File: src/rtl/cpu_pkg.sv
`default_nettype none

package cpu_pkg;

	typedef enum logic [5:0] {
		LDA, LDX, LDY, ADC, SBC, AND, ORA, EOR,
		STA, STX, STY, ASL, LSR, ROL, ROR,
		INX, INY, DEX, DEY, TAX, TAY, TSX, TXA, TXS, TYA,
		CLC, SEC, JMP, JSR, NOP
	} opcode_e;

	typedef enum logic [1:0] {Imp, Imm, Abs} addressing_e;

	typedef enum logic [3:0] {
		ALUTXA, ALUTXB, ALUADD, ALUSUB, ALUAND, ALUORA,
		ALUEOR, ALUASL, ALULSR, ALUROL, ALUROR
	} alu_func_e;

	typedef enum logic {Con0, Con1} const_sel_e;

	// One-hot source enables for ALU input A
	typedef struct packed {
		logic bus;
		logic con;
		const_sel_e consel;
		logic acc;
		logic x;
		logic y;
		logic p;
		logic sp;
		logic adl;
		logic adh;
		logic pcl;
		logic pch;
	} alu_bus_a_t;

	typedef struct packed {
		logic bus;
		logic con;
		const_sel_e consel;
	} alu_bus_b_t;

	// Destinations that take the ALU result
	typedef struct packed {
		logic bus;
		logic acc;
		logic x;
		logic y;
		logic sp;
		logic adl;
		logic adh;
		logic pcl;
		logic pch;
	} alu_bus_o_t;

	typedef logic [7:0] status_t;

	typedef struct packed {
		logic n;
		logic z;
		logic c;
		logic v;
	} alu_flags_t;

	localparam int STATUS_C = 0;
	localparam int STATUS_Z = 1;
	localparam int STATUS_I = 2;
	localparam int STATUS_D = 3;
	localparam int STATUS_B = 4;
	localparam int STATUS_R = 5;
	localparam int STATUS_V = 6;
	localparam int STATUS_N = 7;

	localparam logic [15:0] RESET_VECTOR = 16'hFFFC;

endpackage

`default_nettype wire

File: src/rtl/instr_decoder.sv
`timescale 1ns/1ns
`default_nettype none

module instr_decoder (
	input wire logic [7:0] ir_i,
	output cpu_pkg::opcode_e opcode_o,
	output cpu_pkg::addressing_e mode_o
);
	import cpu_pkg::*;

	always_comb begin
		case (ir_i)
		8'hA9, 8'hAD: opcode_o = LDA;
		8'hA2, 8'hAE: opcode_o = LDX;
		8'hA0, 8'hAC: opcode_o = LDY;
		8'h69, 8'h6D: opcode_o = ADC;
		8'hE9, 8'hED: opcode_o = SBC;
		8'h29, 8'h2D: opcode_o = AND;
		8'h09, 8'h0D: opcode_o = ORA;
		8'h49, 8'h4D: opcode_o = EOR;
		8'h8D: opcode_o = STA;
		8'h8E: opcode_o = STX;
		8'h8C: opcode_o = STY;
		8'h0A: opcode_o = ASL;
		8'h4A: opcode_o = LSR;
		8'h2A: opcode_o = ROL;
		8'h6A: opcode_o = ROR;
		8'hE8: opcode_o = INX;
		8'hC8: opcode_o = INY;
		8'hCA: opcode_o = DEX;
		8'h88: opcode_o = DEY;
		8'hAA: opcode_o = TAX;
		8'hA8: opcode_o = TAY;
		8'hBA: opcode_o = TSX;
		8'h8A: opcode_o = TXA;
		8'h9A: opcode_o = TXS;
		8'h98: opcode_o = TYA;
		8'h18: opcode_o = CLC;
		8'h38: opcode_o = SEC;
		8'h4C: opcode_o = JMP;
		8'h20: opcode_o = JSR;
		default: opcode_o = NOP;
		endcase
	end

	always_comb begin
		case (ir_i)
		8'hA9, 8'hA2, 8'hA0, 8'h69, 8'hE9, 8'h29, 8'h09, 8'h49: mode_o = Imm;
		8'hAD, 8'hAE, 8'hAC, 8'h6D, 8'hED, 8'h2D, 8'h0D, 8'h4D,
		8'h8D, 8'h8E, 8'h8C, 8'h4C, 8'h20: mode_o = Abs;
		default: mode_o = Imp;
		endcase
	end

endmodule

`default_nettype wire

File: src/rtl/sequencer.sv
`timescale 1ns/1ns
`default_nettype none

module sequencer (
	input wire logic sys,
	input wire logic rst_n_i,
	input wire cpu_pkg::opcode_e opcode_i,
	input wire cpu_pkg::addressing_e mode_i,
	output logic bus_we_o,
	output logic pc_addr_oe_o,
	output logic pc_inc_o,
	output logic pc_load_o,
	output logic ad_addr_oe_o,
	output logic ins_we_o,
	output cpu_pkg::alu_bus_a_t abus_a_o,
	output cpu_pkg::alu_bus_b_t abus_b_o,
	output cpu_pkg::alu_bus_o_t abus_o_o,
	output cpu_pkg::alu_func_e alu_func_o,
	output cpu_pkg::status_t p_mask_o,
	output cpu_pkg::status_t p_set_o,
	output cpu_pkg::status_t p_clr_o
);
	import cpu_pkg::*;

	typedef enum logic [2:0] {Fetch, Decode, ReadH, Absolute, JumpL, JumpH} state_e;

	state_e state;
	state_e state_next;
	logic execute;

	always_ff @(posedge sys or negedge rst_n_i) begin
		if (!rst_n_i)
			state <= JumpL;
		else
			state <= state_next;
	end

	always_comb begin
		bus_we_o = 1'b0;
		pc_addr_oe_o = 1'b0;
		ad_addr_oe_o = 1'b0;
		pc_inc_o = 1'b0;
		pc_load_o = 1'b0;
		ins_we_o = 1'b0;
		abus_a_o = '0;
		abus_a_o.bus = 1'b1;
		abus_b_o = '0;
		abus_b_o.bus = 1'b1;
		abus_o_o = '0;
		alu_func_o = ALUTXB;
		p_mask_o = '0;
		p_set_o = '0;
		p_clr_o = '0;
		state_next = state;
		execute = 1'b0;

		case (state)
		Fetch: begin
			pc_addr_oe_o = 1'b1;
			pc_inc_o = 1'b1;
			ins_we_o = 1'b1;
			state_next = Decode;
		end
		Decode: begin
			pc_addr_oe_o = 1'b1;
			pc_inc_o = (mode_i != Imp);
			if (mode_i == Abs) begin
				abus_o_o.adl = 1'b1;
				state_next = ReadH;
			end else begin
				execute = 1'b1;
				state_next = Fetch;
			end
		end
		ReadH: begin
			pc_addr_oe_o = 1'b1;
			abus_o_o.adh = 1'b1;
			if (opcode_i == JMP || opcode_i == JSR) begin
				pc_load_o = 1'b1;
				state_next = Fetch;
			end else begin
				pc_inc_o = 1'b1;
				state_next = Absolute;
			end
		end
		Absolute: begin
			ad_addr_oe_o = 1'b1;
			execute = 1'b1;
			state_next = Fetch;
		end
		// Vector low byte, then high byte straight into PC
		JumpL: begin
			pc_addr_oe_o = 1'b1;
			pc_inc_o = 1'b1;
			abus_o_o.adl = 1'b1;
			state_next = JumpH;
		end
		JumpH: begin
			pc_addr_oe_o = 1'b1;
			pc_load_o = 1'b1;
			abus_o_o.adh = 1'b1;
			state_next = Fetch;
		end
		default: state_next = JumpL;
		endcase

		if (execute) begin
			case (opcode_i)
			ADC, INX, INY: alu_func_o = ALUADD;
			SBC, DEX, DEY: alu_func_o = ALUSUB;
			AND: alu_func_o = ALUAND;
			ORA: alu_func_o = ALUORA;
			EOR: alu_func_o = ALUEOR;
			ASL: alu_func_o = ALUASL;
			LSR: alu_func_o = ALULSR;
			ROL: alu_func_o = ALUROL;
			ROR: alu_func_o = ALUROR;
			STA, STX, STY, TAX, TAY, TSX, TXA, TXS, TYA: alu_func_o = ALUTXA;
			default: alu_func_o = ALUTXB;
			endcase

			// Register operand on A, memory stays on B
			abus_a_o.acc = opcode_i inside {ADC, SBC, AND, ORA, EOR, ASL, LSR, ROL, ROR,
				STA, TAX, TAY};
			abus_a_o.x = opcode_i inside {INX, DEX, STX, TXA, TXS};
			abus_a_o.y = opcode_i inside {INY, DEY, STY, TYA};
			abus_a_o.sp = (opcode_i == TSX);
			abus_a_o.bus = !(abus_a_o.acc || abus_a_o.x || abus_a_o.y || abus_a_o.sp);

			if (opcode_i inside {INX, INY, DEX, DEY}) begin
				abus_b_o.bus = 1'b0;
				abus_b_o.con = 1'b1;
				abus_b_o.consel = Con1;
			end

			abus_o_o.acc = opcode_i inside {LDA, ADC, SBC, AND, ORA, EOR, ASL, LSR, ROL, ROR,
				TXA, TYA};
			abus_o_o.x = opcode_i inside {LDX, TAX, TSX, INX, DEX};
			abus_o_o.y = opcode_i inside {LDY, TAY, INY, DEY};
			abus_o_o.sp = (opcode_i == TXS);
			abus_o_o.bus = opcode_i inside {STA, STX, STY};
			bus_we_o = abus_o_o.bus;

			p_clr_o[STATUS_C] = (opcode_i == CLC);
			p_set_o[STATUS_C] = (opcode_i == SEC);
		end

		// Flags follow from the routing chosen above
		if (abus_o_o.acc || abus_o_o.x || abus_o_o.y) begin
			p_mask_o[STATUS_N] = 1'b1;
			p_mask_o[STATUS_Z] = 1'b1;
		end
		if ((alu_func_o inside {ALUADD, ALUSUB}) && !abus_b_o.con) begin
			p_mask_o[STATUS_C] = 1'b1;
			p_mask_o[STATUS_V] = 1'b1;
		end
		if (alu_func_o inside {ALUASL, ALULSR, ALUROL, ALUROR})
			p_mask_o[STATUS_C] = 1'b1;
	end

	assert property (@(posedge sys) disable iff (!rst_n_i)
		!(pc_addr_oe_o && ad_addr_oe_o));
	assert property (@(posedge sys) disable iff (!rst_n_i)
		bus_we_o |-> ad_addr_oe_o);

endmodule

`default_nettype wire

File: src/rtl/alu.sv
`timescale 1ns/1ns
`default_nettype none

module alu (
	input wire cpu_pkg::alu_func_e func_i,
	input wire logic [7:0] a_i,
	input wire logic [7:0] b_i,
	input wire logic carry_i,
	output logic [7:0] result_o,
	output cpu_pkg::alu_flags_t flags_o
);
	import cpu_pkg::*;

	logic [8:0] sum;
	logic c;
	logic v;

	always_comb begin
		assert (!$isunknown(func_i)) else $error("ALU function unknown");
		sum = '0;
		result_o = b_i;
		c = carry_i;
		v = 1'b0;
		case (func_i)
		ALUTXA: result_o = a_i;
		ALUTXB: result_o = b_i;
		ALUADD: begin
			sum = {1'b0, a_i} + {1'b0, b_i} + {8'd0, carry_i};
			result_o = sum[7:0];
			c = sum[8];
			v = (a_i[7] == b_i[7]) && (sum[7] != a_i[7]);
		end
		// Carry set means no borrow
		ALUSUB: begin
			sum = {1'b0, a_i} + {1'b0, ~b_i} + {8'd0, carry_i};
			result_o = sum[7:0];
			c = sum[8];
			v = (a_i[7] != b_i[7]) && (sum[7] != a_i[7]);
		end
		ALUAND: result_o = a_i & b_i;
		ALUORA: result_o = a_i | b_i;
		ALUEOR: result_o = a_i ^ b_i;
		ALUASL: {c, result_o} = {a_i, 1'b0};
		ALULSR: {result_o, c} = {1'b0, a_i};
		ALUROL: {c, result_o} = {a_i, carry_i};
		ALUROR: {result_o, c} = {carry_i, a_i};
		default: result_o = b_i;
		endcase
	end

	assign flags_o = '{n: result_o[7], z: (result_o == 8'h00), c: c, v: v};

endmodule

`default_nettype wire

File: src/rtl/datapath.sv
`timescale 1ns/1ns
`default_nettype none

module datapath (
	input wire logic sys,
	input wire logic rst_n_i,
	input wire logic [7:0] data_i,
	input wire logic bus_we_i,
	input wire logic pc_addr_oe_i,
	input wire logic pc_inc_i,
	input wire logic pc_load_i,
	input wire logic ad_addr_oe_i,
	input wire logic ins_we_i,
	input wire cpu_pkg::alu_bus_a_t abus_a_i,
	input wire cpu_pkg::alu_bus_b_t abus_b_i,
	input wire cpu_pkg::alu_bus_o_t abus_o_i,
	input wire cpu_pkg::alu_func_e alu_func_i,
	input wire cpu_pkg::status_t p_mask_i,
	input wire cpu_pkg::status_t p_set_i,
	input wire cpu_pkg::status_t p_clr_i,
	output logic [15:0] addr_o,
	output logic [7:0] data_o,
	output logic [7:0] ir_o
);
	import cpu_pkg::*;

	logic [7:0] acc, x, y, sp;
	logic [15:0] pc, ad;
	status_t p, p_next, flag_vec;
	logic [7:0] alu_a, alu_b, alu_result;
	logic alu_carry;
	alu_flags_t alu_flags;

	assign alu_a = ({8{abus_a_i.bus}} & data_i)
		| ({8{abus_a_i.con}} & {7'd0, abus_a_i.consel == Con1})
		| ({8{abus_a_i.acc}} & acc) | ({8{abus_a_i.x}} & x) | ({8{abus_a_i.y}} & y)
		| ({8{abus_a_i.p}} & p) | ({8{abus_a_i.sp}} & sp)
		| ({8{abus_a_i.adl}} & ad[7:0]) | ({8{abus_a_i.adh}} & ad[15:8])
		| ({8{abus_a_i.pcl}} & pc[7:0]) | ({8{abus_a_i.pch}} & pc[15:8]);
	assign alu_b = ({8{abus_b_i.bus}} & data_i)
		| ({8{abus_b_i.con}} & {7'd0, abus_b_i.consel == Con1});

	// Increment and decrement use the constant with a fixed carry
	assign alu_carry = abus_b_i.con ? (alu_func_i == ALUSUB) : p[STATUS_C];

	alu u_alu (
		.func_i(alu_func_i), .a_i(alu_a), .b_i(alu_b), .carry_i(alu_carry),
		.result_o(alu_result), .flags_o(alu_flags)
	);

	always_comb begin
		flag_vec = p;
		flag_vec[STATUS_N] = alu_flags.n;
		flag_vec[STATUS_Z] = alu_flags.z;
		flag_vec[STATUS_C] = alu_flags.c;
		flag_vec[STATUS_V] = alu_flags.v;
		p_next = ((p & ~p_mask_i) | (flag_vec & p_mask_i) | p_set_i) & ~p_clr_i;
		p_next[STATUS_R] = 1'b1;
	end

	assign addr_o = pc_addr_oe_i ? pc : ad;
	assign data_o = alu_result;

	always_ff @(posedge sys or negedge rst_n_i) begin
		if (!rst_n_i) begin
			ir_o <= '0;
			acc <= '0;
			x <= '0;
			y <= '0;
			sp <= '0;
			ad <= '0;
			p <= 8'h20;
			pc <= RESET_VECTOR;
		end else begin
			if (ins_we_i)
				ir_o <= data_i;
			if (abus_o_i.acc)
				acc <= alu_result;
			if (abus_o_i.x)
				x <= alu_result;
			if (abus_o_i.y)
				y <= alu_result;
			if (abus_o_i.sp)
				sp <= alu_result;
			if (abus_o_i.adl)
				ad[7:0] <= alu_result;
			if (abus_o_i.adh)
				ad[15:8] <= alu_result;
			p <= p_next;
			if (pc_load_i)
				pc <= {alu_result, ad[7:0]};
			else if (pc_inc_i)
				pc <= pc + 16'd1;
			else begin
				if (abus_o_i.pcl)
					pc[7:0] <= alu_result;
				if (abus_o_i.pch)
					pc[15:8] <= alu_result;
			end
		end
	end

	assert property (@(posedge sys) disable iff (!rst_n_i) !(pc_load_i && pc_inc_i));
	assert property (@(posedge sys) disable iff (!rst_n_i)
		$onehot0({abus_a_i.bus, abus_a_i.con, abus_a_i.acc, abus_a_i.x, abus_a_i.y,
			abus_a_i.p, abus_a_i.sp, abus_a_i.adl, abus_a_i.adh, abus_a_i.pcl, abus_a_i.pch}));

endmodule

`default_nettype wire

File: src/rtl/cpu_top.sv
`timescale 1ns/1ns
`default_nettype none

module cpu_top (
	input wire logic sys,
	input wire logic rst_n_i,
	input wire logic [7:0] data_i,
	output logic [15:0] addr_o,
	output logic [7:0] data_o,
	output logic we_o,
	output logic sync_o
);
	import cpu_pkg::*;

	opcode_e opcode;
	addressing_e mode;
	logic [7:0] ir;
	logic pc_addr_oe, pc_inc, pc_load, ad_addr_oe;
	alu_bus_a_t abus_a;
	alu_bus_b_t abus_b;
	alu_bus_o_t abus_o;
	alu_func_e alu_func;
	status_t p_mask, p_set, p_clr;

	instr_decoder u_decoder (.ir_i(ir), .opcode_o(opcode), .mode_o(mode));

	// Write strobe and fetch marker come straight from the sequencer
	sequencer u_sequencer (
		.sys(sys), .rst_n_i(rst_n_i), .opcode_i(opcode), .mode_i(mode),
		.bus_we_o(we_o), .pc_addr_oe_o(pc_addr_oe), .pc_inc_o(pc_inc),
		.pc_load_o(pc_load), .ad_addr_oe_o(ad_addr_oe), .ins_we_o(sync_o),
		.abus_a_o(abus_a), .abus_b_o(abus_b), .abus_o_o(abus_o), .alu_func_o(alu_func),
		.p_mask_o(p_mask), .p_set_o(p_set), .p_clr_o(p_clr)
	);

	datapath u_datapath (
		.sys(sys), .rst_n_i(rst_n_i), .data_i(data_i),
		.bus_we_i(we_o), .pc_addr_oe_i(pc_addr_oe), .pc_inc_i(pc_inc),
		.pc_load_i(pc_load), .ad_addr_oe_i(ad_addr_oe), .ins_we_i(sync_o),
		.abus_a_i(abus_a), .abus_b_i(abus_b), .abus_o_i(abus_o), .alu_func_i(alu_func),
		.p_mask_i(p_mask), .p_set_i(p_set), .p_clr_i(p_clr),
		.addr_o(addr_o), .data_o(data_o), .ir_o(ir)
	);

endmodule

`default_nettype wire

File: config.mk
export PLATFORM = sky130hd
export DESIGN_NAME = cpu_top
export DESIGN_NICKNAME = d
export VERILOG_FILES = /design/src/rtl/cpu_pkg.sv /design/src/rtl/instr_decoder.sv /design/src/rtl/sequencer.sv /design/src/rtl/alu.sv /design/src/rtl/datapath.sv /design/src/rtl/cpu_top.sv
export SDC_FILE = /design/constraint.sdc
export NUM_CORES = 1
export LEC_CHECK = 0
export BUFFER_PORTS_ARGS = -buffer_cell sky130_fd_sc_hd__buf_2
export CAP_MARGIN = 20
export CORE_AREA = 2 2 129 131
export DETAILED_ROUTE_END_ITERATION = 12
export DIE_AREA = 0 0 131 133
export GPL_ROUTABILITY_DRIVEN = 0
export GPL_TIMING_DRIVEN = 0
export PLACE_DENSITY = 0.57
export SYNTH_ARGS = -nofsm -noshare
export SYNTH_HDL_FRONTEND = slang
export SYNTH_SLANG_ARGS = --single-unit
File: constraint.sdc
create_clock -name sys -period 17.1 [get_ports sys]
set_input_delay 3.42 -clock sys [delete_from_list [all_inputs] [get_ports sys]]
set_output_delay 3.42 -clock sys [all_outputs]
set_load 0.03 [all_outputs]
==> impl_results.rst, run 1 <==
.. list-table::
   :header-rows: 1

   * - Metric
     - Value
   * - Adder-Cell Fraction of Synth Area
     - 0.05900
   * - Overall overflow remaining after global route
     - 0
   * - Clk pin slew, worst setup/hold paths
     - 0.06 ns
   * - Core Footprint
     - 0.01617 sq mm
   * - Number of buffers on the longest clock path
     - 2
   * - Worst hold slack across all endpoints
     - 0.5021 ns
   * - Number of H-tree branching levels
     - 3
   * - Final count of negative-setup-slack endpoints
     - 0
   * - CTS-repair resized insts
     - 0
   * - Ratio of final minimum period to clock period
     - 0.6999
   * - Hold-fix buffer count after cts
     - 0
   * - Number of vias after detailed routing
     - 7121
   * - Slowest library cell on the worst path
     - a2111oi_0
   * - Required time of the critical path
     - 13.68 ns
   * - Average via count per standard cell
     - 6.358
   * - Simple-gate share of the synthesized area
     - 0.2293
   * - Fraction of layout instances using a drive strength above 1
     - 0.1700
   * - Worst endpoint data arrival time
     - 8.55 ns
   * - Worst Setup End Kind
     - output pin
   * - Most instantiated library cell after synthesis
     - nor2_1
   * - Total detailed-routing wirelength
     - 23830 um
   * - Post-route antenna net violation count
     - 0
   * - DIE WIDTH
     - 131 um
   * - Ports placed on the boundary
     - 36
   * - Count of flip-flops with a built-in enable after synthesis
     - 0
   * - Worst R2R Start
     - u_datapath.ir_o[5]
   * - Largest net degree at the start of global routing
     - 61
   * - Time the final worst path needs with I/O delays and setup
     - 11.97 ns
   * - Number of global-route vias before repair
     - 6764
   * - Number of synthesized register bits
     - 76
   * - Number of hold-slack violations in the final timing report
     - 0
   * - Setup clock skew after layout
     - 0.007168 ns
   * - Combined flip-flop and latch cell area
     - 0.001921 sq mm
   * - Count of pins over their slew limit
     - 0
   * - Endpoint of the worst-slack reg-to-reg timing path
     - u_datapath.x[6]
   * - Top cell type by total area after synthesis
     - dfrtp_1
   * - FFs w/ async S/R, synth
     - 1.000
   * - Synth unique cells
     - 95
   * - Path depth of the worst reg2reg path
     - 30
   * - Delay of the slowest critical-path stage
     - 0.85 ns
   * - CTS Root Buffer Type
     - clkbuf_16
   * - Buffer count from post-CTS setup fixing
     - 0
   * - Startpoint kind of the worst setup timing path
     - flip-flop
   * - Clock latency of the later-clocked register in the worst-skew pair
     - 0.33 ns
   * - Worst rel slew slack
     - 0.3217
   * - Area of the die
     - 0.01742 sq mm
   * - Sequential share of the synthesized area
     - 0.2712
   * - Global-route usage over all layers
     - 0.2746
   * - Layout net count
     - 936
   * - Dominant combinational cell family by area after synthesis
     - compound AO/OA/AOI/OAI gates
   * - Compound-Gate Fraction of Synth Area
     - 0.2906
   * - Worst Path Max Fanout
     - 10
   * - Most numerous cell types in the synthesized netlist
     - 88 x nor2_1, 61 x dfrtp_1, 57 x a21oi_1
   * - Max capacitance violation total
     - 0
   * - Unrepaired setup endpoints after global routing
     - no
   * - Main synth FF type
     - dfrtp_1
   * - Area of the multi-input gates
     - 0.004778 sq mm
   * - Proportion of synthesized area in mux cells
     - 0.06978
   * - Share of Yosys cell area claimed by the top area cell type
     - 0.2155
   * - Summed negative setup slack over all endpoints
     - 0 ns
   * - Largest cells by area after synthesis
     - dfrtp_1 22%, dfstp_2 5.6%, ha_1 4.8%, nor2_1 4.7%, mux2_2 4.3%
   * - Type of the most critical hold path
     - flip-flop to flip-flop
   * - Initial antenna violation count
     - 0
   * - Cell count of the worst hold path
     - 2
   * - 1st-pass router iterations
     - 5
   * - Post-Synth XOR/XNOR Area
     - 0.02597
   * - Start-to-end type of the worst setup path
     - flip-flop to output pin
   * - Outcome
     - finished, final reports clean
   * - Count of fill cells added during filler insertion
     - 1578
   * - Drt drc
     - 0
   * - Cell Area, Synth
     - 0.007083 sq mm
   * - Initial standard-cell utilization of the core
     - 0.4380
   * - Fmax
     - 0.08355 GHz
   * - Yosys warning total
     - 0
   * - Source of the worst hold timing path
     - u_datapath.sp[1]
   * - Endpoint of the worst hold path
     - u_datapath.sp[1]
   * - Number of CTS-inserted buffers
     - 9
   * - Diode insertion count for antenna repair
     - 0
   * - Number of sinks handled by clock tree synthesis
     - 76
   * - Per-instance average area after synthesis
     - 8.353 sq um
   * - Detailed Place HPWL
     - 18020 um
   * - Post-synthesis net count
     - 889
   * - Gate Count Post-Synth
     - 848
   * - Wire length of the first global-routing pass
     - 37860 um
   * - TritonCTS clock tree
     - yes
   * - Slack of the worst reg-to-reg path
     - 8.97 ns
   * - Detail-routed net length per standard cell
     - 21.28 um
   * - Placement row count
     - 47
   * - Synth-to-Final Area Change
     - 10.81%
   * - Die height
     - 133 um
   * - Number of buffers inserted by port buffering
     - 35
   * - Slew of the pin with the lowest slew margin
     - 1.013 ns
   * - Starting DRT DRC Count
     - 902
## cell families (layout without fill, tap and decap cells)
| group | after synthesis | count (layout) |
|---|---|---|
| mux | 43 | 43 |
| simple gates | 305 | 305 |
| xor+xnor | 21 | 21 |
| compound gates | 281 | 281 |
| fa+ha+maj | 31 | 31 |
| flops | 76 | 76 |
| buf+inv | 91 | 143 |
## through the flow
stage	instance area [sq um]	worst slack (ns)	instances	utilization
4_1_cts	7849	5.178	1120	0.4853
3_3_place_gp	7533	5.727	1103	0.4658
6_report	7849	5.131	1120	0.4853
3_5_place_dp	7564	5.556	1104	0.4677
2_1_floorplan	7083	6.911	848	-
5_1_grt	7849	4.585	1120	0.4853
## cell usage in the layout, fill, tap and decap left out, drive strengths merged, types with 27 or more instances in the layout
master,count
buf,57
o21ai,42
dfrtp,61
ha,27
a31oi,29
nor2,90
clkbuf,45
a21oi,57
nand2,53
nand3,33
mux2,33
inv,36
## layout make-up
| cell class | instances | share of cell area |
|---|---|---|
| Multi-Input combinational cell | 681 | 0.6088 |
| Inverter | 36 | 0.01722 |
| Clock buffer | 11 | 0.02965 |
| Timing Repair Buffer | 36 | 0.02614 |
| Buffer | 55 | 0.03172 |
| Tap cell | 220 | 0.03507 |
| Sequential cell | 76 | 0.2447 |
| Clock inverter | 5 | 0.006695 |
## registers in the layout (all words and copies together), names as in the netlist
signal             flops
u_sequencer.state      3
u_datapath.p           1
u_datapath.ad         16
u_datapath.acc         8
u_datapath.pc         16
u_datapath.x           8
u_datapath.sp          8
u_datapath.ir_o        8
u_datapath.y           8
## worst max-delay path, delay by kind of cell (launching register included)
family                   cells  cell delay, ns
adder cells (fa/ha/maj)      3            0.79
AND/OR/NAND/NOR              9            2.44
multiplexers                 1            0.13
XOR/XNOR                     1            0.15
buffers and inverters        7            1.16
flip-flops                   1            0.40
AO/OA/AOI/OAI               10            3.14
## worst max-delay path by stage
stage / start / end / cells past startpoint / slack [ns]
floorplan: u_datapath.ir_o[5] / data_o[6] / 30 / 6.91
global placement: u_datapath.ir_o[5] / data_o[6] / 31 / 5.73
detailed placement: u_datapath.ir_o[5] / data_o[6] / 31 / 5.56
CTS: u_datapath.ir_o[5] / data_o[6] / 31 / 5.18
global route: u_datapath.ir_o[0] / data_o[6] / 32 / 4.59
finish: u_datapath.ir_o[5] / data_o[6] / 31 / 5.13
## layer usage
layer	wire length [um]	track usage	vias up
li1	-	-	3285
met1	10800	0.4059	3446
met2	11000	0.4188	354
met3	1693	0.04691	36
met4	332	0.06087	0
met5	0	0	-
Power of run 1 is not shown: default switching activity piles up to over one toggle a cycle in this logic, so the estimate is an artifact.
==> run 2: changes to the inputs <==
==> constraint.sdc (replaced) <==
create_clock -name sys -period 11.3 [get_ports sys]
set_input_delay 2.26 -clock sys [delete_from_list [all_inputs] [get_ports sys]]
set_output_delay 2.26 -clock sys [all_outputs]
set_load 0.03 [all_outputs]
==> impl_results.rst, run 2 (synthesized netlist as in run 1, its figures left out) <==
.. list-table::
   :header-rows: 1

   * - Metric
     - Value
   * - Diode insertion count for antenna repair
     - 0
   * - Type of the most critical hold path
     - flip-flop to flip-flop
   * - Clk pin slew, worst setup/hold paths
     - 0.06 ns
   * - Detail-routed net length per standard cell
     - 21.23 um
   * - Ports placed on the boundary
     - 36
   * - Slowest library cell on the worst path
     - a2111oi_1
   * - Hold-fix buffer count after cts
     - 0
   * - Total detailed-routing wirelength
     - 23780 um
   * - Time the final worst path needs with I/O delays and setup
     - 10.62 ns
   * - Setup clock skew after layout
     - 0.007144 ns
   * - Unrepaired setup endpoints after global routing
     - no
   * - Number of buffers inserted by port buffering
     - 35
   * - Die height
     - 133 um
   * - Worst Setup End Kind
     - output pin
   * - Count of pins over their slew limit
     - 0
   * - Post-route antenna net violation count
     - 0
   * - Global-route usage over all layers
     - 0.2746
   * - Summed negative setup slack over all endpoints
     - 0 ns
   * - Fmax
     - 0.09417 GHz
   * - Slew of the pin with the lowest slew margin
     - 1.026 ns
   * - Number of sinks handled by clock tree synthesis
     - 76
   * - Startpoint kind of the worst setup timing path
     - flip-flop
   * - Drt drc
     - 0
   * - Worst rel slew slack
     - 0.3131
   * - Layout net count
     - 936
   * - Placement row count
     - 47
   * - Average via count per standard cell
     - 6.371
   * - Max capacitance violation total
     - 0
   * - DIE WIDTH
     - 131 um
   * - Clock latency of the later-clocked register in the worst-skew pair
     - 0.33 ns
   * - Worst endpoint data arrival time
     - 8.36 ns
   * - Leading cell type in the layout, fill and taps excluded
     - nor2_1
   * - Outcome
     - finished, final reports clean
   * - Initial antenna violation count
     - 0
   * - Initial standard-cell utilization of the core
     - 0.4380
   * - Number of vias after detailed routing
     - 7136
   * - Number of global-route vias before repair
     - 6764
   * - Number of CTS-inserted buffers
     - 9
   * - Final count of negative-setup-slack endpoints
     - 0
   * - Core Footprint
     - 0.01617 sq mm
   * - Leading registers by flop count
     - u_datapath.ad x16, u_datapath.pc x16
   * - Number of buffers on the longest clock path
     - 2
   * - Ratio of final minimum period to clock period
     - 0.9398
   * - Starting DRT DRC Count
     - 892
   * - Dpl cells
     - 1104
   * - Post-route non-filler standard cell count
     - 1120
   * - Buffer count from post-CTS setup fixing
     - 0
   * - CTS Root Buffer Type
     - clkbuf_16
   * - Area of the die
     - 0.01742 sq mm
   * - Detailed Place HPWL
     - 18020 um
   * - Number of hold-slack violations in the final timing report
     - 0
   * - Start-to-end type of the worst setup path
     - flip-flop to output pin
   * - Commonest cells after routing, fill and taps aside
     - 88 x nor2_1, 61 x dfrtp_1, 57 x a21oi_1
   * - Largest net degree at the start of global routing
     - 61
   * - Fraction of layout instances using a drive strength above 1
     - 0.1700
   * - Worst Path Max Fanout
     - 10
   * - Cell count of the worst hold path
     - 2
   * - Overall overflow remaining after global route
     - 0
   * - 1st-pass router iterations
     - 6
   * - TritonCTS clock tree
     - yes
   * - Synth-to-Final Area Change
     - 10.83%
   * - Path depth of the worst reg2reg path
     - 29
   * - Delay of the slowest critical-path stage
     - 0.73 ns
   * - Required time of the critical path
     - 9.04 ns
   * - Number of H-tree branching levels
     - 3
   * - Wire length of the first global-routing pass
     - 37860 um
==> run 2: path summary, 6_finish.rpt <==
path / slack [ns] / startpoint / end
max: 0.68 / u_datapath.ir_o[1] / data_o[6]
min in group asynchronous: 1.80 / rst_n_i / u_sequencer.state[1]
max in group asynchronous: 8.87 / rst_n_i / u_datapath.pc[13]
max reg2reg: 3.35 / u_datapath.ir_o[1] / u_datapath.x[6]
min: 0.50 / u_datapath.sp[1] / u_datapath.sp[1]
min reg2reg: 0.50 / u_datapath.sp[1] / u_datapath.sp[1]
==> run 2: per-layer routing <==
layer  routed length, um  vias to the layer above  share of wire  global-route usage
li1                    -                     3287              -                   -
met3                1723                       43          0.072             0.04691
met5                   0                        -              0                   0
met2               11000                      378           0.46              0.4188
met1               10730                     3428           0.45              0.4059
met4                 331                        0          0.014             0.06087
==> run 2: repair_timing <==
action,in CTS,in global routing
endpoints found under the hold margin,0,0
gates resized for setup,0,1
endpoints found under the setup margin,0,1
==> run 2: worst max-delay path, delay by kind of cell (launching register included) <==
| family | cells | cell delay (ns) |
|---|---|---|
| flip-flops | 1 | 0.52 |
| AND/OR/NAND/NOR | 9 | 2.45 |
| adder cells (fa/ha/maj) | 3 | 0.79 |
| multiplexers | 1 | 0.13 |
| buffers and inverters | 6 | 1.00 |
| XOR/XNOR | 1 | 0.15 |
| AO/OA/AOI/OAI | 10 | 2.99 |
==> run 2: final cells by class <==
class / instances / area (sq um)
plain buffers: 55 / 249.0
clock buffers: 11 / 232.7
well taps: 220 / 275.3
clock inverters: 5 / 52.55
inverters: 36 / 135.1
fillers: 1577 / 8322
multi-input cells: 681 / 4780
flip-flops and latches: 76 / 1921
repair buffers: 36 / 205.2
==> run 2: stage by stage <==
| step | utilization | hold slack (ns) | setup slack (ns) | cell area, sq um |
|---|---|---|---|---|
| 2_1_floorplan | - | 0.4552 | 2.271 | 7083 |
| 3_3_place_gp | 0.4658 | 0.4751 | 1.087 | 7533 |
| 3_5_place_dp | 0.4677 | 0.4857 | 0.9158 | 7564 |
| 4_1_cts | 0.4853 | 0.4989 | 0.5381 | 7849 |
| 5_1_grt | 0.4854 | 0.5218 | 0.1508 | 7850 |
| 6_report | 0.4854 | 0.5013 | 0.6806 | 7850 |
Power of run 2 is left out for the same reason.
